## src/rtl/tomasulo_defs.svh

```systemverilog
`ifndef TOMASULO_DEFS_SVH
`define TOMASULO_DEFS_SVH

// Operand and result width.
`define DATA_W 32

// A producer tag is a reorder buffer index.
`define TAG_W 5

`define REG_COUNT 32

`define RS_ENTRIES 4

// Must stay equal to 2**TAG_W so that the head and tail pointers wrap on their own.
`define ROB_DEPTH 32

`endif

```

## src/rtl/ooo_pkg.sv

```systemverilog
`include "tomasulo_defs.svh"

package ooo_pkg;

    typedef enum logic [3:0] {
        ALU_ADD = 4'd0,
        ALU_SUB = 4'd1,
        ALU_AND = 4'd2,
        ALU_OR  = 4'd3,
        ALU_XOR = 4'd4,
        ALU_SLT = 4'd5,
        ALU_SLL = 4'd6,
        ALU_SRL = 4'd7
    } alu_op_e;

    typedef struct packed {
        alu_op_e             op;
        logic [`TAG_W-1:0]   dest;  // Reorder buffer slot of this instruction.
        logic [`DATA_W-1:0]  val1;
        logic [`DATA_W-1:0]  val2;
        logic [`TAG_W-1:0]   tag1;  // Producer of val1 while rdy1 is low.
        logic [`TAG_W-1:0]   tag2;
        logic                rdy1;
        logic                rdy2;
    } rs_entry_t;

    typedef struct packed {
        logic               valid;
        alu_op_e            op;
        logic [`TAG_W-1:0]  dest;
        logic [`DATA_W-1:0] op1;
        logic [`DATA_W-1:0] op2;
    } dispatch_t;

    typedef struct packed {
        logic               valid;
        logic [`TAG_W-1:0]  tag;
        logic [`DATA_W-1:0] value;
    } cdb_t;

    typedef struct packed {
        logic               valid;
        logic [4:0]         rd;
        logic [`DATA_W-1:0] value;
    } commit_t;

endpackage

```

## src/rtl/exec_alu.sv

```systemverilog
`timescale 1ns/100ps
`include "tomasulo_defs.svh"

module exec_alu (
    input  logic               clk,
    input  logic               rst,
    input  ooo_pkg::dispatch_t dispatch,
    output ooo_pkg::cdb_t      result
);

    logic               valid_q;
    logic [`TAG_W-1:0]  tag_q;
    logic [`DATA_W-1:0] value_q;
    logic [`DATA_W-1:0] alu_out;

    always_comb begin
        case (dispatch.op)
            ooo_pkg::ALU_SUB: alu_out = dispatch.op1 - dispatch.op2;
            ooo_pkg::ALU_AND: alu_out = dispatch.op1 & dispatch.op2;
            ooo_pkg::ALU_OR:  alu_out = dispatch.op1 | dispatch.op2;
            ooo_pkg::ALU_XOR: alu_out = dispatch.op1 ^ dispatch.op2;
            ooo_pkg::ALU_SLT: begin
                alu_out = {{(`DATA_W-1){1'b0}}, $signed(dispatch.op1) < $signed(dispatch.op2)};
            end
            ooo_pkg::ALU_SLL: alu_out = dispatch.op1 << dispatch.op2[4:0];
            ooo_pkg::ALU_SRL: alu_out = dispatch.op1 >> dispatch.op2[4:0];  // Logical shift.
            default:          alu_out = dispatch.op1 + dispatch.op2;
        endcase
    end

    always_ff @(posedge clk or negedge rst) begin
        if (!rst) begin
            valid_q <= 1'b0;
        end else begin
            valid_q <= dispatch.valid;
        end
    end

    always_ff @(posedge clk) begin
        tag_q   <= dispatch.dest;
        value_q <= alu_out;
    end

    always_comb begin
        result.valid = valid_q;
        result.tag   = tag_q;
        result.value = value_q;
    end

endmodule

```

## config.mk

```make
export PLATFORM = sky130hd
export DESIGN_NAME = exec_alu
export DESIGN_NICKNAME = d
export VERILOG_FILES = /design/src/rtl/ooo_pkg.sv /design/src/rtl/exec_alu.sv
export VERILOG_INCLUDE_DIRS = /design/src /design/src/rtl
export SDC_FILE = /design/constraint.sdc
export NUM_CORES = 1
export LEC_CHECK = 0
export BUFFER_PORTS_ARGS = -buffer_cell sky130_fd_sc_hd__buf_2
export CORE_UTILIZATION = 35
export CTS_CLUSTER_DIAMETER = 50
export DETAILED_ROUTE_END_ITERATION = 12
export PLACE_DENSITY_LB_ADDON = 0.25
export SLEW_MARGIN = 20
export SYNTH_ARGS = -nofsm -noshare
export SYNTH_HDL_FRONTEND = slang
export SYNTH_SLANG_ARGS = --single-unit
```

## constraint.sdc

```tcl
create_clock -name clk -period 0.8 [get_ports clk]
set_input_delay 0.12 -clock clk [delete_from_list [all_inputs] [get_ports clk]]
set_output_delay 0.12 -clock clk [all_outputs]
set_load 0.03 [all_outputs]
```

Word-level counts from Yosys, hierarchy flattened. Cells that the tools add are included.

Register bits after elaboration: 38. Input port bits: 76. Output and inout port bits: 38. Word-level logic and storage cells: 19.

Order comparisons: 1. Eq/ne operators: 7. Bitwise gates (word level): 3. Mux-type cells: 1. Shifts and indexed selects: 2. $add $sub $neg: 2.

Operator list (number): $pmux 32 s7 (1); $add 32x32->32 (1); $and 32x32->32 (1); $lt 32x32->1 (1); $or 32x32->32 (1); $shl 32x5->32 (1); $shr 32x5->32 (1); $sub 32x32->32 (1); $xor 32x32->32 (1); $eq 4x3->1 const B (4); $eq 4x2->1 const B (2); $eq 4x1->1 const B (1).

Depth between registers and ports, before layout.
Depth in word-level cells: 2. Gate-level depth with buffers: 15. Gate-level depth less buffers: 12.

Worst setup path after synthesis. No wires, ideal clock.

Path type: input -> register. Start point: input port dispatch[3] in the netlist's numbering. End point: register value_q[16]. Arrival time: 3.340 ns. Buffers on the path: 3. Required time: 0.680 ns. Stages: 14. Library setup time: 0.120 ns. Slack: -2.660 ns. Cell sequence: inv_2 > buf_1 > clkbuf_1 > clkbuf_1 > ha_1 > nand3_1 > a21oi_1 > o31ai_1 > a31o_2 > o21bai_2 > a21o_1 > a21o_1 > a221o_1 > a211o_1.

Word-level cells in the longest chain between the ends: 2. Elaborated cells on any way between the ends: 5. Those cells by class: add/sub: 2; shift: 2; mux: 1.

RTL lines: start: declaration (RTL line exec_alu.sv:7) `input ooo_pkg::dispatch_t dispatch,`; $add 32x32->32, or another cell as far along (RTL line exec_alu.sv:27) `default: alu_out = dispatch.op1 + dispatch.op2;`; $pmux 32 s7 * (RTL line exec_alu.sv:17) `case (dispatch.op)`; named net alu_out[16] (RTL line exec_alu.sv:14) `` logic [`DATA_W-1:0] alu_out; ``; end signal: assignment (RTL line exec_alu.sv:41) `value_q <= alu_out;`; end: declaration (RTL line exec_alu.sv:13) `` logic [`DATA_W-1:0] value_q; ``.

Mark *: on every way through the listed nets, which the timed path passes. The rest lies on a longest branch.

Final worst setup path.
Start point: input port dispatch[0] in the netlist's numbering. End point: register value_q[24].

Same word-level chain as after synthesis.

==> results.ini <==
[outcome]
outcome = complete, but fails checks
violations = negative setup slack

[power_and_ir_drop]
p_leak_nw = 7.73
irDropWorstVdd_uv = 1100
power.density_nw_per_um2 = 1100

[grt]
antenna_found_initial = 1
grt_pass1_vias = 12739
grtUsageTotal = 0.382
grt_max_degree = 56
grt_pass1_wl_um = 76900
gr-total-overflow = 0

[min_path]
hp-class = input port to async pin

[floorplanning]
fp-row-count = 59
die_y_um = 165
die_w_um = 165
coreArea_um2 = 26100
num_io_pins = 114
dieArea_um2 = 27200
start_util = 0.357

[synth]
synth_cells = 1280
ys_ff_latch = 38
async_flop_share = 0.0263
yosysTopAreaCell = ha_1
synth.avg_cell_area_um2 = 7.27
synth-warning-count = 0
netlist_top_cells_area = ha_1, mux4_2, dfxtp_1
synth_edf_count = 0
yosysTopAreaCellShare = 0.130
synth_flop_cell = dfxtp_1
synth_nets = 1455
syn-cell-area_um2 = 9310
seq_area_frac_synth = 0.0823
ys_types = 93

[final_layout]
areaGrowthSynthToFinish_pct = 83.4
multi_input_area_um2 = 9300
diodes = 0
ff_latch_area_um2 = 815
post-route-util = 0.655
final_cell_mix = buf_4, nor2_1, nand2_1
fillers = 2263
layout.nets = 2098
fin_area_um2 = 17100
final_common_cell = buf_4
layout-drive-gt1-share = 0.571

[timing]
maxSlewHeadroom = 0.518
min_period_ns = 2.40
worst_slew_pin_slew_ns = 0.723
rsz0062_at_grt = yes
min_period_over_period = 3.00
finalSetupTns_ns = -46.25
setup_slack_ns = -1.60
max_clock_freq_mhz = 417
hold_viol_final = 0
slew_viol_final = 0
whs_ns = 0.117
setup_viol_count_final = 70

[placement]
pre_cts_ws_ns = -2.07
hpwl_um = 41600
dpl_cell_area_um2 = 14100
io_buffers = 113
gp_congestion = 1.03

[clocking]
h-tree-depth = 2
cts_root_buf = clkbuf_16
cts_tree = done
clock_path_buffers = 2
cts_buffers = 5
cts.clk_slew.worst_paths_ns = 0.07
cts.sinks = 38

[route]
via_per_inst = 5.89
wl_per_cell_um = 23.7
drc = 0
drt_iter0_markers = 1267
ant_nets = 0
totalWireLength_um = 53500
vias = 13312
dr.pass1.iters = 5

[critical_path]
crit_start = dispatch[0]
crit_path_end = value_q[24]
path_class = input port to flip-flop
cp_max_fo = 4
arrival_ns = 2.63
crit_required_ns = 1.03
endpoint_kind = flip-flop
cp-start-kind = input port

[job]
cap_violations = 0

## registers in the layout (all words and copies together) (netlist names)
signal,cells
value_q,32
valid_q,1
tag_q,5
## power by group
part / internal (mW) / switching (mW) / leakage [nW]
registers: 2.27 / 0.168 / 0.326
clock network: 1.80 / 1.04 / 0.0940
logic: 6.52 / 6.96 / 7.31
## cell families after synthesis
kind of cell | synth area share
AOI/OAI and AO/OA | 0.345
xor gates and xnor gates | 0.00471
adders and majority gates | 0.135
buffers and inverters | 0.0956
DFF | 0.0823
muxes | 0.145
and+or+nand+nor | 0.193
## Yosys cell counts (11+ instances only)
library cell and number:
o22ai_1 17, nor2_1 149, o221ai_1 13, a211oi_1 30, nor3_1 33, a221oi_1 17, o21bai_1 15, mux4_2 34
buf_2 27, dfxtp_1 37, o21ai_0 78, nand3_1 16, o211ai_1 23, nand2b_1 16, nand2_1 97, inv_1 98
a21oi_1 118, nor2b_1 11, a22oi_1 19, ha_1 97, o31ai_1 13, a21o_1 16, clkbuf_1 38, mux2i_1 49
## routing by layer
layer / GRT usage / share of wire / vias up
met4: 0.219 / 0.069 / 2
met5: 0 / 0.00030 / -
met1: 0.487 / 0.41 / 6373
li1: - / - / 6061
met3: 0.0387 / 0.065 / 172
met2: 0.624 / 0.46 / 704
## how the worst min path moves through the flow
stage | end | slack, ns
floorplan | valid_q | -0.18
global placement | valid_q | -0.11
detailed placement | valid_q | -0.11
CTS | valid_q | 0.11
global route | valid_q | 0.14
finish | valid_q | 0.12
## repair_timing
item	4_1_cts	5_1_grt
hold buffers	7	0
gates resized for setup	352	179
hold endpoints to repair	7	0
gates cloned	2	1
buffers inserted	37	38
endpoints found under the setup margin	70	70
pin swaps	81	82
## cell type report
cell class              instances  area share
multi-input cells            1050       0.545
repair buffers                727       0.346
flip-flops and latches         38      0.0477
inverters                     101      0.0251
well taps                     335      0.0246
clock buffers                   5     0.00733
clock inverters                 3     0.00403
## critical path, stage by stage
cell,delay (ns)
buf_12,0.11
ha_4,0.16
fa_2,0.42
o21bai_4,0.21
a2111oi_4,0.12
buf_4,0.16
nor2_4,0.11
o21ai_2,0.07
o311a_1,0.35
o41a_1,0.46
nor3_2,0.13
nor4_1,0.07
a31oi_1,0.14
## metrics by stage
stage	instances	power, mW
4_1_cts	2224	17.5
2_1_floorplan	1280	7.83
6_report	2259	18.8
5_1_grt	2259	19.5
3_3_place_gp	2173	12.9
3_5_place_dp	2173	12.9
Power figures use the tool's default switching activity.
