<file path="config.mk">
export PLATFORM = sky130hd
export DESIGN_NAME = reorder_buffer
export DESIGN_NICKNAME = d
export VERILOG_FILES = /design/src/rtl/ooo_pkg.sv /design/src/rtl/reorder_buffer.sv
export VERILOG_INCLUDE_DIRS = /design/src /design/src/rtl
export SDC_FILE = /design/constraint.sdc
export NUM_CORES = 2
export LEC_CHECK = 0
export BUFFER_PORTS_ARGS = -buffer_cell sky130_fd_sc_hd__buf_2
export CELL_PAD_IN_SITES_DETAIL_PLACEMENT = 1
export CELL_PAD_IN_SITES_GLOBAL_PLACEMENT = 1
export CORE_UTILIZATION = 45
export CTS_BUF_LIST = sky130_fd_sc_hd__clkbuf_16
export DETAILED_ROUTE_END_ITERATION = 7
export PLACE_DENSITY_LB_ADDON = 0.1
export SYNTH_ARGS = -nofsm -noshare
export SYNTH_HDL_FRONTEND = slang
export SYNTH_SLANG_ARGS = --single-unit
</file>
<file path="constraint.sdc">
create_clock -name clk -period 10.6 [get_ports clk]
set_input_delay 2.12 -clock clk [delete_from_list [all_inputs] [get_ports clk]]
set_output_delay 2.12 -clock clk [all_outputs]
set_load 0.01 [all_outputs]
</file>
<file path="src/rtl/tomasulo_defs.svh">
`ifndef TOMASULO_DEFS_SVH
`define TOMASULO_DEFS_SVH

// Operand and result width.
`define DATA_W 32

// A producer tag is a reorder buffer index.
`define TAG_W 5

`define REG_COUNT 32

`define RS_ENTRIES 4

// Must stay equal to 2**TAG_W so that the head and tail pointers wrap on their own.
`define ROB_DEPTH 32

`endif

</file>
<file path="src/rtl/ooo_pkg.sv">
`include "tomasulo_defs.svh"

package ooo_pkg;

    typedef enum logic [3:0] {
        ALU_ADD = 4'd0,
        ALU_SUB = 4'd1,
        ALU_AND = 4'd2,
        ALU_OR  = 4'd3,
        ALU_XOR = 4'd4,
        ALU_SLT = 4'd5,
        ALU_SLL = 4'd6,
        ALU_SRL = 4'd7
    } alu_op_e;

    typedef struct packed {
        alu_op_e             op;
        logic [`TAG_W-1:0]   dest;  // Reorder buffer slot of this instruction.
        logic [`DATA_W-1:0]  val1;
        logic [`DATA_W-1:0]  val2;
        logic [`TAG_W-1:0]   tag1;  // Producer of val1 while rdy1 is low.
        logic [`TAG_W-1:0]   tag2;
        logic                rdy1;
        logic                rdy2;
    } rs_entry_t;

    typedef struct packed {
        logic               valid;
        alu_op_e            op;
        logic [`TAG_W-1:0]  dest;
        logic [`DATA_W-1:0] op1;
        logic [`DATA_W-1:0] op2;
    } dispatch_t;

    typedef struct packed {
        logic               valid;
        logic [`TAG_W-1:0]  tag;
        logic [`DATA_W-1:0] value;
    } cdb_t;

    typedef struct packed {
        logic               valid;
        logic [4:0]         rd;
        logic [`DATA_W-1:0] value;
    } commit_t;

endpackage

</file>
<file path="src/rtl/reorder_buffer.sv">
`timescale 1ns/100ps
`include "tomasulo_defs.svh"

module reorder_buffer (
    input  logic              clk,
    input  logic              rst,
    input  logic              alloc,
    input  logic [4:0]        alloc_rd,
    output logic [`TAG_W-1:0] alloc_tag,
    output logic              rob_full,
    input  ooo_pkg::cdb_t     cdb0,
    input  ooo_pkg::cdb_t     cdb1,
    output ooo_pkg::commit_t  commit
);

    localparam int CNT_W = $clog2(`ROB_DEPTH) + 1;

    logic [4:0]            rd_q [`ROB_DEPTH];
    logic [`DATA_W-1:0]    value_q [`ROB_DEPTH];
    logic [`ROB_DEPTH-1:0] done;
    logic [`TAG_W-1:0]     head;
    logic [`TAG_W-1:0]     tail;
    logic [CNT_W-1:0]      count;
    logic                  retire;
    logic                  do_alloc;

    assign alloc_tag = tail;
    assign rob_full  = (count == CNT_W'(`ROB_DEPTH));
    assign do_alloc  = alloc && !rob_full;
    assign retire    = (count != '0) && done[head];

    always_ff @(posedge clk or negedge rst) begin
        if (!rst) begin
            head   <= '0;
            tail   <= '0;
            count  <= '0;
            done   <= '0;
            commit <= '0;
        end else begin
            commit.valid <= retire;
            commit.rd    <= rd_q[head];
            commit.value <= value_q[head];
            if (retire) begin
                head <= head + 1'b1;
            end
            if (do_alloc) begin
                done[tail] <= 1'b0;
                tail       <= tail + 1'b1;
            end
            // Broadcast tags always name in-flight slots, never the one being allocated.
            if (cdb0.valid) begin
                done[cdb0.tag] <= 1'b1;
            end
            if (cdb1.valid) begin
                done[cdb1.tag] <= 1'b1;
            end
            case ({do_alloc, retire})
                2'b10:   count <= count + 1'b1;
                2'b01:   count <= count - 1'b1;
                default: count <= count;
            endcase
        end
    end

    always_ff @(posedge clk) begin
        if (do_alloc) begin
            rd_q[tail] <= alloc_rd;
        end
        if (cdb0.valid) begin
            value_q[cdb0.tag] <= cdb0.value;
        end
        if (cdb1.valid) begin
            value_q[cdb1.tag] <= cdb1.value;
        end
    end

endmodule

</file>
== Yosys cells after proc, flatten, opt, wreduce, memory -nomap -nowiden ==
Memory sizes are Yosys's and may differ from the RTL's. A register that Yosys moved wholly into a read port is not among the register bits.
Cells that the tools add are included.
Word-level totals
  bits in registers: 49
  RAM bits: 1184
  input bits: 84
  memories kept: 2
Memory list
  value_q: depth 32, bits a word 32, read ports 1, clocked after memory_dff 1, wr ports 2, RTL line reorder_buffer.sv:19  | logic [`DATA_W-1:0] value_q [`ROB_DEPTH];
  rd_q: depth 32, bits a word 5, read ports 1, clocked after memory_dff 1, wr ports 1, RTL line reorder_buffer.sv:18  | logic [4:0] rd_q [`ROB_DEPTH];
Cells by class
  add/sub/neg operators: 4
  $lt $le $gt $ge: 7
  eq/ne operators: 3
  muxes and demuxes: 18
  bitwise gates (word level): 4
  reductions and logical operators: 10
Operators by type and width (number)
  $mux 32: 3
  $or 32x32->32: 2
  $and 32x32->32: 1
  $not 32->32: 1
  $lt 5x6->1 const B: 4
  $demux 1 s5: 3
  $ge 5x1->1 const B: 3
  $pmux 6 s2: 1
  $add 5x1->5 const B: 2
  $mux 1: 10
  $add 6x1->6 const B: 1
  $eq 6x6->1 const B: 1
  $reduce_bool 6->1: 1
  $sub 6x1->6 const B: 1
  $bmux 1 s5: 1
  $logic_and 1x1->1: 5
  $logic_not 1->1: 3
  $eq 2x1->1 const B: 1
  $eq 2x2->1 const B: 1
  $reduce_bool 2->1: 1

== Logic depth before layout (Yosys ltp) ==
  depth in word-level cells: 11
  depth in mapped cells: 14
  mapped depth without buffers: 12

== Worst setup path before layout ==
Ideal clock, no wire load.
  path type: input to register
  start point: input port cdb0[33] (netlist bit)
  end point: memory value_q[8][0] (netlist bit), enable pin
  data arrival time: 5081 ps
  required time: 10133 ps
  setup slack: 5052 ps
  cell stages on the path: 3
  buffers on the path: 1
  cells stage by stage: or3b_2 > clkbuf_1 > o21ai_0
RTL lines
  start: declaration: RTL line reorder_buffer.sv:11  | input ooo_pkg::cdb_t cdb0,
  end: declaration: RTL line reorder_buffer.sv:19

== Worst setup path after layout ==
  start point: register head[1]
  end point: register count[5]
On the way
  longest elaborated chain between the ends: 5
  elaborated cells on any way between the ends: 7
  those cells by class: 2 x eq/ne; 3 x mux; 2 x reduce/logical
Ends and longest elaborated chain
  start: declaration: RTL line reorder_buffer.sv:21  | logic [`TAG_W-1:0] head;
  start signal: assignment: RTL line reorder_buffer.sv:44  | head <= head + 1'b1;
  $bmux 1 s5 *: RTL line reorder_buffer.sv:30  | assign retire = (count != '0) && done[head];
  $mux 1 (not written as such) *: RTL line reorder_buffer.sv:30
  $logic_and 1x1->1 *: RTL line reorder_buffer.sv:30
  named net retire: RTL line reorder_buffer.sv:24  | logic retire;
  $eq 2x1->1 / $eq 2x2->1 (equally long branches): RTL line reorder_buffer.sv:57  | case ({do_alloc, retire})
  $pmux 6 s2 / $reduce_bool 2->1 (equally long branches)
  end signal: assignment: RTL line reorder_buffer.sv:58  | 2'b10: count <= count + 1'b1;
  end signal: assignment: RTL line reorder_buffer.sv:59  | 2'b01: count <= count - 1'b1;
  end signal: assignment: RTL line reorder_buffer.sv:60  | default: count <= count;
  end: declaration: RTL line reorder_buffer.sv:23  | logic [CNT_W-1:0] count;
Mark *: on every way through the listed nets, which the timed path passes. The rest lies on a longest branch. The select of a mux whose other input is x is not followed.
A chain may end at the register's enable or synchronous reset.

==> metrics.md <==
| Metric | Value |
|---|---|
| Worst hold slack | 0.517 ns |
| Pre-CTS WS | 4.93 ns |
| Via-to-Cell Ratio | 6.29 |
| Post-CTS Setup Inserts | 0 |
| Fin crit share | 0.486 |
| Layout cells sized above 1 | 0.551 |
| Worst vdd ir | 174 uV |
| Non-Filler Instances | 5252 |
| Sequential share of power | 0.405 |
| DR pass1 iterations | 5 |
| CP required | 11.29 ns |
| Share of the synthesized area in the top cell type | 0.578 |
| Area grow syn2layout | 11.1% |
| Setup Viol. Count Final | 0 |
| RSZ-0062 raised after global routing | no |
| Top cell by count, worst path | ha_1 |
| Sw Pwr | 4.49 mW |
| # IOs | 128 |
| Pleak | 22.1 nW |
| DR WL/cell | 35.2 um |
| H-tree depth | 4 |
| Async SR Flop Fraction | 0.0677 |
| Total power | 15.1 mW |
| Cell Rows | 135 |
| Internal Power | 10.6 mW |
| Crit end category | register |
| Wire length of the first global-routing pass | 263000 um |
| Final WS setup | 5.45 ns |
| Syn Inst Count | 3397 |
| Cell with the most instances after synthesis | edfxtp_1 |
| Die Span X | 372 um |
| Tmin final | 5.15 ns |
| CP bufs+invs | 1 |
| Total GRT Usage | 0.270 |
| Crit path launch type | register |
| Die Y | 372 um |
| PortBufs | 127 |
| Net Sw Frac | 0.298 |
| Crit Path Max Fanout | 54 |
| Skew final | 0.0250 ns |
| Final WL | 185000 um |
| TNS Setup | 0 ns |
| Slew Viols, Final | 0 |
| Critical path class | reg2reg |
| Via count | 33000 |
| Primary FF master, synth | edfxtp_1 |
| Area post-placement | 0.0639 sq mm |
| Number of instances in the placed design | 4981 |
| Routability Congestion | 0.776 |
| Synth unique cells | 42 |
| Register area share after synthesis | 0.613 |
| Worst Tran Pin Value | 1.25 ns |
| Largest cells by area after synthesis | edfxtp_1 58%, mux2_2 19%, mux4_2 14% |
| DR iter-0 viols | 2923 |
| Final instance area | 0.0683 sq mm |
| DRC viols | 0 |
| Core area | 0.135 sq mm |
| Largest net degree at the start of global routing | 120 |
| Clock Latency Late Sink | 0.79 ns |
| CP arrival | 5.84 ns |
| Synthesized cell area | 0.0615 sq mm |
| Comb pwr share | 0.281 |
| Worst Hold Class | reg2reg |
| Syn_area_per_cell | 18.1 sq um |
| Die footprint | 0.138 sq mm |
| Post-CTS sizing | 0 |
| Synth cell count leaders | 1184 x edfxtp_1, 1056 x mux2_2, 375 x mux4_2, 260 x clkbuf_1, 86 x dfrtp_1 |
| Yosys top cell by area | edfxtp_1 |
| Hold_buf cts | 0 |
| Yosys warns | 0 |
| Final net count | 3442 |
| Final HPWL DP | 102000 um |
| Worst-path clk slew | 0.06 ns |
| Cts bufs inserted | 145 |
| Clk sink count | 1270 |
| ANT nets after route | 0 |
| Bufs on Longest Clock Path | 3 |
| Power density of the placed cells | 220 mW/mm^2 |
| Grt total ovfl | 0 |
| Clk pwr share | 0.314 |
| Hold Violations, Final | 0 |
| Cell family with most CP delay | compound AO/OA/AOI/OAI gates |
| TritonCTS clock tree | built |
| Root Driver | clkbuf_16 |
| Post-synthesis register bit count | 1270 |
| Final Util | 0.505 |
| Slew HR | 0.169 |
| Outcome | completed |
| Antenna violations before repair | 8 |
| F_max | 0.194 GHz |
| Initial Util | 0.454 |
| Syn Nets | 3492 |
| Vias in the first global route | 35500 |
| Worst stage delay on the critical path | 1.03 ns |
| Slowest-stage cell, CP | dfrtp_4 |
| Critical-path cell list | buf_4 > mux2i_1 > nand3b_1 > a41oi_1 > a2111oi_4 > ha_1 > ha_1 > a21o_1 > a21oi_1 > o21bai_1 > o311ai_0 > xnor2_1 |
| Max_cap viols | 0 |
| Post-synth EDFFs | 1184 |
[power groups by stage]
stage / Clock, mW / Combinational [mW] / Sequential [mW]
2_1_floorplan: 0 / 3.11 / 6.03
3_3_place_gp: 0 / 4.20 / 6.18
3_5_place_dp: 0 / 4.28 / 6.20
4_1_cts: 4.83 / 4.30 / 6.10
5_1_grt: 5.00 / 4.48 / 6.13
6_report: 4.73 / 4.23 / 6.09
[path summary, 6_finish.rpt]
kind                          start         end  slack [ns]  cells past startpoint
hold / removal             done[13]    done[13]        0.52                      2
max in group asynchronous       rst     head[2]        7.80                      2
hold reg to reg            done[13]    done[13]        0.52                      2
setup / recovery            head[1]    count[5]        5.45                     12
min in group asynchronous       rst  commit[32]        1.34                      1
setup reg to reg            head[1]    count[5]        5.45                     12
[sequential cells by signal (all words and copies together), names as in the netlist]
register / cells
alloc_tag: 5
commit: 38
count: 6
done: 32
head: 5
rd_q: 160
value_q: 1024
[worst min-delay path, cell delays in order, from the launching register on]
cell and delay, ns:
dfrtp_1 0.34, o21ai_0 0.08, nand2b_1 0.07
[cells in the final DEF (no fill, tap or decap), drive strengths merged, types with 4 or more instances in the layout]
cell,n
ha,10
diode,5
clkbuf,147
nand3,7
mux2,1064
nor3b,7
mux2i,6
mux4,375
or3b,4
clkinv,66
buf,203
nand2,34
xnor2,10
nand3b,14
bufinv,6
o21ai,54
edfxtp,1184
nor2,59
nand2b,33
dfrtp,86
inv,49
o22ai,17
[per-layer routing]
| metal | track usage | vias up | wire length [um] |
|---|---|---|---|
| met2 | 0.447 | 1003 | 91700 |
| met3 | 0.0480 | 228 | 10800 |
| li1 | - | 13500 | - |
| met4 | 0.0653 | 2 | 3220 |
| met5 | 0 | - | 10 |
| met1 | 0.371 | 18200 | 79200 |
[cell families after synthesis]
group | synth area share
buffers and inverters | 0.0275
DFF | 0.613
AOI/OAI and AO/OA | 0.00741
adders and majority gates | 0.00236
and+or+nand+nor | 0.0147
muxes | 0.333
xor gates and xnor gates | 0.00171
[cell type report]
cell class	instances	area (sq um)
inverter	5	18.8
timing repair buffer	203	1250
multi-input combinational	1722	22700
antenna	5	12.5
clock buffer	147	3680
clock inverter	119	754
tap	1781	2230
sequential	1270	37700
fill	12200	67100
No activity file was read; power rests on OpenSTA's default activity.
