## config.mk

```make
export PLATFORM = sky130hd
export DESIGN_NAME = issue_unit
export DESIGN_NICKNAME = d
export VERILOG_FILES = /design/src/rtl/isa_pkg.sv /design/src/rtl/ooo_pkg.sv /design/src/rtl/issue_unit.sv
export VERILOG_INCLUDE_DIRS = /design/src /design/src/rtl
export SDC_FILE = /design/constraint.sdc
export NUM_CORES = 2
export LEC_CHECK = 0
export ABC_AREA = 0
export BUFFER_PORTS_ARGS = -buffer_cell sky130_fd_sc_hd__buf_2
export CAP_MARGIN = 15
export CORE_MARGIN = 10
export CORE_UTILIZATION = 23
export CTS_CLUSTER_DIAMETER = 120
export DETAILED_ROUTE_END_ITERATION = 16
export GPL_ROUTABILITY_DRIVEN = 0
export PLACE_DENSITY = 0.43
export RECOVER_POWER = 25
export SLEW_MARGIN = 20
export SYNTH_ARGS = -nofsm -noshare
export SYNTH_HDL_FRONTEND = slang
export SYNTH_SLANG_ARGS = --single-unit
```

## constraint.sdc

```tcl
create_clock -name clk -period 3.8 [get_ports clk]
set_input_delay 0.19 -clock clk [delete_from_list [all_inputs] [get_ports clk]]
set_output_delay 0.19 -clock clk [all_outputs]
set_load 0.01 [all_outputs]
```

## src/rtl/tomasulo_defs.svh

```systemverilog
`ifndef TOMASULO_DEFS_SVH
`define TOMASULO_DEFS_SVH

// Operand and result width.
`define DATA_W 32

// A producer tag is a reorder buffer index.
`define TAG_W 5

`define REG_COUNT 32

`define RS_ENTRIES 4

// Must stay equal to 2**TAG_W so that the head and tail pointers wrap on their own.
`define ROB_DEPTH 32

`endif

```

## src/rtl/isa_pkg.sv

```systemverilog
package isa_pkg;

    typedef enum logic [5:0] {
        OP_RTYPE = 6'h00,
        OP_ADDI  = 6'h08,
        OP_SLTI  = 6'h0a,
        OP_ANDI  = 6'h0c,
        OP_ORI   = 6'h0d,
        OP_XORI  = 6'h0e
    } opcode_e;

    typedef enum logic [5:0] {
        FN_SLL = 6'h00,
        FN_SRL = 6'h02,
        FN_ADD = 6'h20,
        FN_SUB = 6'h22,
        FN_AND = 6'h24,
        FN_OR  = 6'h25,
        FN_XOR = 6'h26,
        FN_SLT = 6'h2a
    } funct_e;

    typedef struct packed {
        opcode_e    opcode;
        logic [4:0] rs;
        logic [4:0] rt;
        logic [4:0] rd;
        logic [4:0] shamt;  // Not used by the core, shifts take the amount from rt.
        funct_e     funct;
    } r_format_t;

    typedef struct packed {
        opcode_e     opcode;
        logic [4:0]  rs;
        logic [4:0]  rt;   // Destination register of an I-type instruction.
        logic [15:0] imm;  // Sign-extended before use.
    } i_format_t;

    typedef union packed {
        r_format_t r;
        i_format_t i;
    } instr_u;

endpackage

```

## src/rtl/ooo_pkg.sv

```systemverilog
`include "tomasulo_defs.svh"

package ooo_pkg;

    typedef enum logic [3:0] {
        ALU_ADD = 4'd0,
        ALU_SUB = 4'd1,
        ALU_AND = 4'd2,
        ALU_OR  = 4'd3,
        ALU_XOR = 4'd4,
        ALU_SLT = 4'd5,
        ALU_SLL = 4'd6,
        ALU_SRL = 4'd7
    } alu_op_e;

    typedef struct packed {
        alu_op_e             op;
        logic [`TAG_W-1:0]   dest;  // Reorder buffer slot of this instruction.
        logic [`DATA_W-1:0]  val1;
        logic [`DATA_W-1:0]  val2;
        logic [`TAG_W-1:0]   tag1;  // Producer of val1 while rdy1 is low.
        logic [`TAG_W-1:0]   tag2;
        logic                rdy1;
        logic                rdy2;
    } rs_entry_t;

    typedef struct packed {
        logic               valid;
        alu_op_e            op;
        logic [`TAG_W-1:0]  dest;
        logic [`DATA_W-1:0] op1;
        logic [`DATA_W-1:0] op2;
    } dispatch_t;

    typedef struct packed {
        logic               valid;
        logic [`TAG_W-1:0]  tag;
        logic [`DATA_W-1:0] value;
    } cdb_t;

    typedef struct packed {
        logic               valid;
        logic [4:0]         rd;
        logic [`DATA_W-1:0] value;
    } commit_t;

endpackage

```

## src/rtl/issue_unit.sv

```systemverilog
`timescale 1ns/100ps
`include "tomasulo_defs.svh"

module issue_unit (
    input  logic               clk,
    input  logic               rst,
    input  logic               instr_valid,
    input  isa_pkg::instr_u    instr,
    output logic               instr_ready,
    output logic               issue_write,
    output ooo_pkg::rs_entry_t issue_entry,
    input  logic               rs_full,
    output logic               alloc,
    output logic [4:0]         alloc_rd,
    input  logic [`TAG_W-1:0]  alloc_tag,
    input  logic               rob_full,
    input  ooo_pkg::cdb_t      cdb0,
    input  ooo_pkg::cdb_t      cdb1
);

    logic [`DATA_W-1:0]   value_file [`REG_COUNT];
    logic [`TAG_W-1:0]    reg_tag [`REG_COUNT];
    logic [`REG_COUNT-1:0] reg_busy;

    ooo_pkg::alu_op_e     op;
    logic [4:0]           dest;
    logic                 use_imm;
    logic [`DATA_W-1:0]   imm_ext;
    logic                 accept;
    ooo_pkg::cdb_t        src1;
    ooo_pkg::cdb_t        src2;

    // Returns the operand as ready with its value, or as waiting on its producer tag.
    function automatic ooo_pkg::cdb_t lookup(input logic [4:0] r);
        ooo_pkg::cdb_t src;
        src.valid = 1'b1;
        src.tag   = reg_tag[r];
        src.value = value_file[r];
        if (reg_busy[r]) begin
            src.valid = 1'b0;
            if (cdb0.valid && cdb0.tag == reg_tag[r]) begin
                src.valid = 1'b1;
                src.value = cdb0.value;
            end else if (cdb1.valid && cdb1.tag == reg_tag[r]) begin
                src.valid = 1'b1;
                src.value = cdb1.value;
            end
        end
        return src;
    endfunction

    assign instr_ready = !rs_full && !rob_full;
    assign accept      = instr_valid && instr_ready;
    assign imm_ext     = {{(`DATA_W-16){instr.i.imm[15]}}, instr.i.imm};

    always_comb begin
        op      = ooo_pkg::ALU_ADD;
        dest    = 5'd0;  // Unknown opcodes retire harmlessly into r0.
        use_imm = 1'b1;
        case (instr.r.opcode)
            isa_pkg::OP_RTYPE: begin
                dest    = instr.r.rd;
                use_imm = 1'b0;
                case (instr.r.funct)
                    isa_pkg::FN_SUB: op = ooo_pkg::ALU_SUB;
                    isa_pkg::FN_AND: op = ooo_pkg::ALU_AND;
                    isa_pkg::FN_OR:  op = ooo_pkg::ALU_OR;
                    isa_pkg::FN_XOR: op = ooo_pkg::ALU_XOR;
                    isa_pkg::FN_SLT: op = ooo_pkg::ALU_SLT;
                    isa_pkg::FN_SLL: op = ooo_pkg::ALU_SLL;
                    isa_pkg::FN_SRL: op = ooo_pkg::ALU_SRL;
                    default:         op = ooo_pkg::ALU_ADD;
                endcase
            end
            isa_pkg::OP_ADDI: dest = instr.i.rt;
            isa_pkg::OP_SLTI: begin
                dest = instr.i.rt;
                op   = ooo_pkg::ALU_SLT;
            end
            isa_pkg::OP_ANDI: begin
                dest = instr.i.rt;
                op   = ooo_pkg::ALU_AND;
            end
            isa_pkg::OP_ORI: begin
                dest = instr.i.rt;
                op   = ooo_pkg::ALU_OR;
            end
            isa_pkg::OP_XORI: begin
                dest = instr.i.rt;
                op   = ooo_pkg::ALU_XOR;
            end
            default: ;
        endcase
    end

    always_comb begin
        src1 = lookup(instr.r.rs);
        src2 = lookup(instr.r.rt);
        if (use_imm) begin
            src2 = '{valid: 1'b1, tag: '0, value: imm_ext};
        end
    end

    always_comb begin
        issue_entry.op   = op;
        issue_entry.dest = alloc_tag;
        issue_entry.val1 = src1.value;
        issue_entry.tag1 = src1.tag;
        issue_entry.rdy1 = src1.valid;
        issue_entry.val2 = src2.value;
        issue_entry.tag2 = src2.tag;
        issue_entry.rdy2 = src2.valid;
    end

    assign issue_write = accept;
    assign alloc       = accept;
    assign alloc_rd    = dest;

    always_ff @(posedge clk or negedge rst) begin
        if (!rst) begin
            reg_busy <= '0;
            for (int i = 0; i < `REG_COUNT; i++) begin
                value_file[i] <= '0;
                reg_tag[i]    <= '0;
            end
        end else begin
            for (int i = 0; i < `REG_COUNT; i++) begin
                if (reg_busy[i] && cdb0.valid && cdb0.tag == reg_tag[i]) begin
                    value_file[i] <= cdb0.value;
                    reg_busy[i]   <= 1'b0;
                end
                if (reg_busy[i] && cdb1.valid && cdb1.tag == reg_tag[i]) begin
                    value_file[i] <= cdb1.value;
                    reg_busy[i]   <= 1'b0;
                end
            end
            if (accept && dest != 5'd0) begin  // A new producer overrides a clear in this cycle.
                reg_busy[dest] <= 1'b1;
                reg_tag[dest]  <= alloc_tag;
            end
        end
    end

endmodule

```

After elaboration in Yosys (flattened, before gate mapping)
Cells that the tools add are included.

Bits in registers: 1216. Output and inout port bits: 93.

$lt $le $gt $ge: 8. Equal/unequal tests: 79. Muxes and demuxes: 166. Bitwise operators: 4. Reduce and logical (&&, ||, !) cells: 175.

Operators with widths (count): 32-bit two-way mux (75); 5-bit == test (68); 32-bit binary-select mux with 5-bit select (2); 160-bit bitwise mux (1); 1-bit logical AND (137); 1-bit two-way mux (73); 2-bit nonzero test (32); 5-bit binary-select mux with 5-bit select (2); 38-bit two-way mux (1); 32-bit bitwise OR (1); 6-bit by 4-bit == test with 1-bit output (second input constant) (5); 6-bit == test (second input constant) (5); 5-bit demux with 5-bit select (1); 5-bit two-way mux (5); 3-bit case mux with 7 select lines (1); 6-bit >= comparator (second input constant) (3); 5-bit by 6-bit less-than comparator with 1-bit output (second input constant) (3); 5-bit NOT with 6-bit output (3); 3-bit case mux with 5 select lines (1); 6-bit logical NOT (2); 1-bit binary-select mux with 5-bit select (2); 5-bit case mux with 2 select lines (1); 6-bit by 2-bit == test with 1-bit output (second input constant) (1); 6-bit by 1-bit less-than comparator with 1-bit output (second input constant) (1); other kinds (5) (6).

Logic depth before layout (Yosys ltp)
Word-level depth: 10. Mapped depth: 15. Mapped depth without buffers: 10.

Worst setup path before layout
OpenSTA, ideal clock, no wires.

Kind: input-to-output. From: in instr[16] in the netlist's numbering. To: out issue_entry[27] in the netlist's numbering. Data arrival time: 3105 ps. Path slack: 505 ps. Stages on the path: 10. Path buffers: 6. Cell sequence: buf_2 buf_2 buf_6 buf_2 buf_1 buf_2 mux4_2 mux4_2 a211oi_1 a211oi_1.

RTL lines: from (decl) (RTL line issue_unit.sv:8) `input isa_pkg::instr_u instr,`; to (decl) (RTL line issue_unit.sv:11) `output ooo_pkg::rs_entry_t issue_entry,`.

==> summary.md <==
| Metric | Value |
|---|---|
| Final slew viol count | `92` |
| Setup ws final | `-766 ps` |
| Vias after detailed routing | `64429` |
| Clock buffer count from CTS | `153` |
| Worst Max-Slew Pin Slew | `3760 ps` |
| Required time of the critical path | `3610 ps` |
| Signed area change from the synthesized netlist to the final layout | `19.3%` |
| Max frequency | `roughly 0.22 GHz` |
| Effective utilization at floorplan | `0.231` |
| Pin count of the biggest net entering global routing | `just under 100` |
| Register area share after synthesis | `0.382` |
| Placed instance count | `11744` |
| Time the worst path needs with I/O delays and setup | `4570 ps` |
| Average wire length per cell after detail routing | `32.4 microns` |
| Worst clock skew on the final layout | `48.6 ps` |
| Number of storage elements in the synthesis netlist | `1216` |
| Synthesized instance count | `7279` |
| Number of DRC markers in iteration 0 | `7505` |
| Primary flip-flop cell chosen by synthesis mapping | `sky130_fd_sc_hd__dfrtp_1` |
| Antenna-violating nets left | `0` |
| Congestion Overflow GR | `0` |
| Antenna violations before repair | `28` |
| Final core area utilization | `0.276` |
| Die X | `608 microns` |
| I/O pins | `~210` |
| Leak pwr | `0.0478 uW` |
| Class of the tightest hold or removal check | `input port to register` |
| Share of the clock period used by the worst path | `1.20` |
| Number of detailed-routing iterations run before antenna repair | `8` |
| Crit path DAT | `4380 ps` |
| Max-cap violations | `1` |
| Final-report hold violation count | `0` |
| First-pass GRT wire length | `536000 microns` |
| Setup repair after global routing missed its margin | `yes` |
| Worst slew margin relative to its limit | `-1.51` |
| Maximum net fanout on the critical path | `5` |
| Share of layout cells above drive strength 1 | `0.273` |
| Wirelength, routed | `about 400000 microns` |
| Total power density per cell area | `358 nW/um^2` |
| Category of the critical setup timing path | `register to output pin` |
| Via count of the first global-routing pass | `63813` |
| Setup crit end kind | `output pin` |
| Pre-CTS setup slack | `-424 ps` |
| Die outline area | `370000 sq um` |
| Post-DP HPWL | `235000 microns` |
| Max Buffers Root-to-Sink | `4` |
| Count of port buffers added during placement | `209` |
| Synthesis Warnings | `0` |
| Count of standard-cell rows | `between 200 and 250` |
| # setup viols final | `66` |
| Synthesized area per cell | `about 11 sq um` |
| Clk sink count | `1216` |
| H-tree level count | `4` |
| Summed negative setup slack over all endpoints | `-40730 ps` |
| Post-synth cell types | `67` |
| DRC | `0` |
| # nets final | `7488` |
| Post-route cell area | `94900 sq um` |
| Total core area | `between 300000 and 400000 sq um` |
| Netlist area before placement | `79600 sq um` |
| Chip height | `between 600 and 700 microns` |
| GR Util All Layers | `0.200` |
| Final non-filler cell total | `~12000` |
| Fillers | `35717` |
| Clock network latency to the later pin of the worst-skew pair | `850 ps` |
| Reg clk slew, reported paths | `60 ps` |
| Standard cell area after detailed placement | `89000 sq um` |
| CTS tree | `yes` |
| Synth async-reset ratio | `1.00` |
| IR drop worst, VDD | `357 uV` |
| Post-Synthesis Net Count | `7397` |
| Run status | `complete, but fails checks` |
| Routed via count divided by cell count | `5.35` |
| Number of enable-type register cells in the synthesized netlist | `0` |
| Violations in the final reports | `max-capacitance violations, max-slew violations, negative setup slack` |
| Clock root buffer | `sky130_fd_sc_hd__clkbuf_16` |
| Setup crit start kind | `register` |
cell families after synthesis:
| logic type | Yosys count | share of synthesized area |
|---|---|---|
| mux | 2011 | 0.367 |
| simple gates | 1465 | 0.0782 |
| compound gates | 1366 | 0.0949 |
| flops | 1216 | 0.382 |
| buf+inv | 952 | 0.0477 |
| xor+xnor | 268 | 0.0295 |
| other cells | 1 | 0.0000471 |
synthesized netlist by cell type (all sizes together) (17+ instances only):
library cell  number  area share
o31ai             33      0.0031
inv               54      0.0025
a21oi           1075       0.068
clkbuf           652       0.031
a22oi             59      0.0056
xnor2             93       0.010
o21ai             49      0.0031
nand2             96      0.0045
a31o              17      0.0019
nand4             72      0.0057
buf              241       0.014
a222oi            22      0.0028
nor2            1072       0.051
xor2             175       0.019
mux4             711        0.20
mux2             154       0.022
nand3b            33      0.0031
a211oi            44      0.0042
dfrtp           1216        0.38
nor4              48      0.0040
mux2i           1146        0.14
and2              24      0.0019
nand3             39      0.0025
nor3              34      0.0021
final cells by class:
cell class / instances / area (sq um) / area share
multi-input cells: 5112 / 46000 / 0.484
repair buffers: 828 / 7610 / 0.0802
inverters: 59 / 224 / 0.00236
clock buffers: 218 / 4440 / 0.0467
well taps: 4557 / 5700 / 0.0601
clock inverters: 44 / 531 / 0.00559
flip-flops and latches: 1216 / 30400 / 0.321
diodes: 9 / 22.5 / 0.000237
where the power goes:
part | internal, uW | switching (uW)
clock network | 8790 | 6290
registers | 13500 | 466
logic | 2040 | 2860
total | 24400 | 9620
path summary, 6_finish.rpt:
| check | from | end | slack [ps] | cells past startpoint |
|---|---|---|---|---|
| max | reg_tag[42] | issue_entry[43] | -770 | 13 |
| min | cdb0[30] | value_file[254] | 20 | 4 |
| max reg2reg | reg_tag[122] | value_file[793] | 820 | 7 |
| min reg2reg | reg_tag[156] | reg_tag[156] | 550 | 1 |
| max in group asynchronous | rst | value_file[903] | 70 | 3 |
| min in group asynchronous | rst | value_file[318] | 1130 | 2 |
metal layers:
layer / vias to the layer above / global-route usage / routed length (microns)
met5: - / 0 / 187
met4: 28 / 0.123 / 29800
met2: 3169 / 0.338 / 187000
met3: 1052 / 0.0401 / 28200
met1: 33192 / 0.234 / 144000
li1: 26988 / - / -
flip-flops by register name (all words and copies together), names as in the netlist:
| register | count |
|---|---|
| reg_busy | 32 |
| reg_tag | 160 |
| value_file | 1024 |
metrics by stage:
stage,power (uW),hold WS [ps]
4_1_cts,34200,1.91
2_1_floorplan,16900,-106
6_report,34000,23.9
5_1_grt,35000,27.5
3_5_place_dp,19000,275
3_3_place_gp,18900,257
cell usage in the layout, fill, tap and decap left out, types with 23 or more instances in the layout:
| cell type | n |
|---|---|
| sky130_fd_sc_hd__xor2_1 | 175 |
| sky130_fd_sc_hd__nand4_1 | 72 |
| sky130_fd_sc_hd__inv_1 | 52 |
| sky130_fd_sc_hd__a21oi_2 | 24 |
| sky130_fd_sc_hd__mux4_2 | 711 |
| sky130_fd_sc_hd__buf_4 | 445 |
| sky130_fd_sc_hd__xnor2_1 | 91 |
| sky130_fd_sc_hd__nor2_1 | 1070 |
| sky130_fd_sc_hd__buf_2 | 180 |
| sky130_fd_sc_hd__nand3b_1 | 33 |
| sky130_fd_sc_hd__nand3_1 | 37 |
| sky130_fd_sc_hd__o31ai_1 | 30 |
| sky130_fd_sc_hd__nor3_1 | 24 |
| sky130_fd_sc_hd__buf_12 | 128 |
| sky130_fd_sc_hd__clkbuf_1 | 39 |
| sky130_fd_sc_hd__o21ai_0 | 30 |
| sky130_fd_sc_hd__mux2_2 | 154 |
| sky130_fd_sc_hd__and2_1 | 23 |
| sky130_fd_sc_hd__buf_6 | 27 |
| sky130_fd_sc_hd__a211oi_1 | 27 |
| sky130_fd_sc_hd__a21oi_1 | 1049 |
| sky130_fd_sc_hd__dfrtp_1 | 1206 |
| sky130_fd_sc_hd__nand2_1 | 93 |
| sky130_fd_sc_hd__clkbuf_16 | 158 |
| sky130_fd_sc_hd__mux2i_1 | 1138 |
| sky130_fd_sc_hd__a22oi_1 | 50 |
| sky130_fd_sc_hd__clkbuf_8 | 33 |
| sky130_fd_sc_hd__nor4_1 | 45 |
worst max-delay path, cell delays in order, from the launching register on:
cell and delay, ps:
sky130_fd_sc_hd__dfrtp_2 460, sky130_fd_sc_hd__mux4_2 530, sky130_fd_sc_hd__mux4_2 570, sky130_fd_sc_hd__mux2i_4 180
sky130_fd_sc_hd__xor2_1 160, sky130_fd_sc_hd__nand2_1 110, sky130_fd_sc_hd__nor4_4 320, sky130_fd_sc_hd__buf_12 210
sky130_fd_sc_hd__nand2b_4 180, sky130_fd_sc_hd__buf_12 170, sky130_fd_sc_hd__nor3_2 70, sky130_fd_sc_hd__a211oi_4 320
sky130_fd_sc_hd__buf_4 180, sky130_fd_sc_hd__buf_6 90
timing repair:
item	4_1_cts	5_1_grt
hold buffers	11	0
pin swaps	20	9
endpoints found under the hold margin	300	0
buffers inserted	9	3
gates cloned	3	5
gates resized for setup	97	73
endpoints found under the setup margin	66	66
No activity file was read; power rests on OpenSTA's default activity.
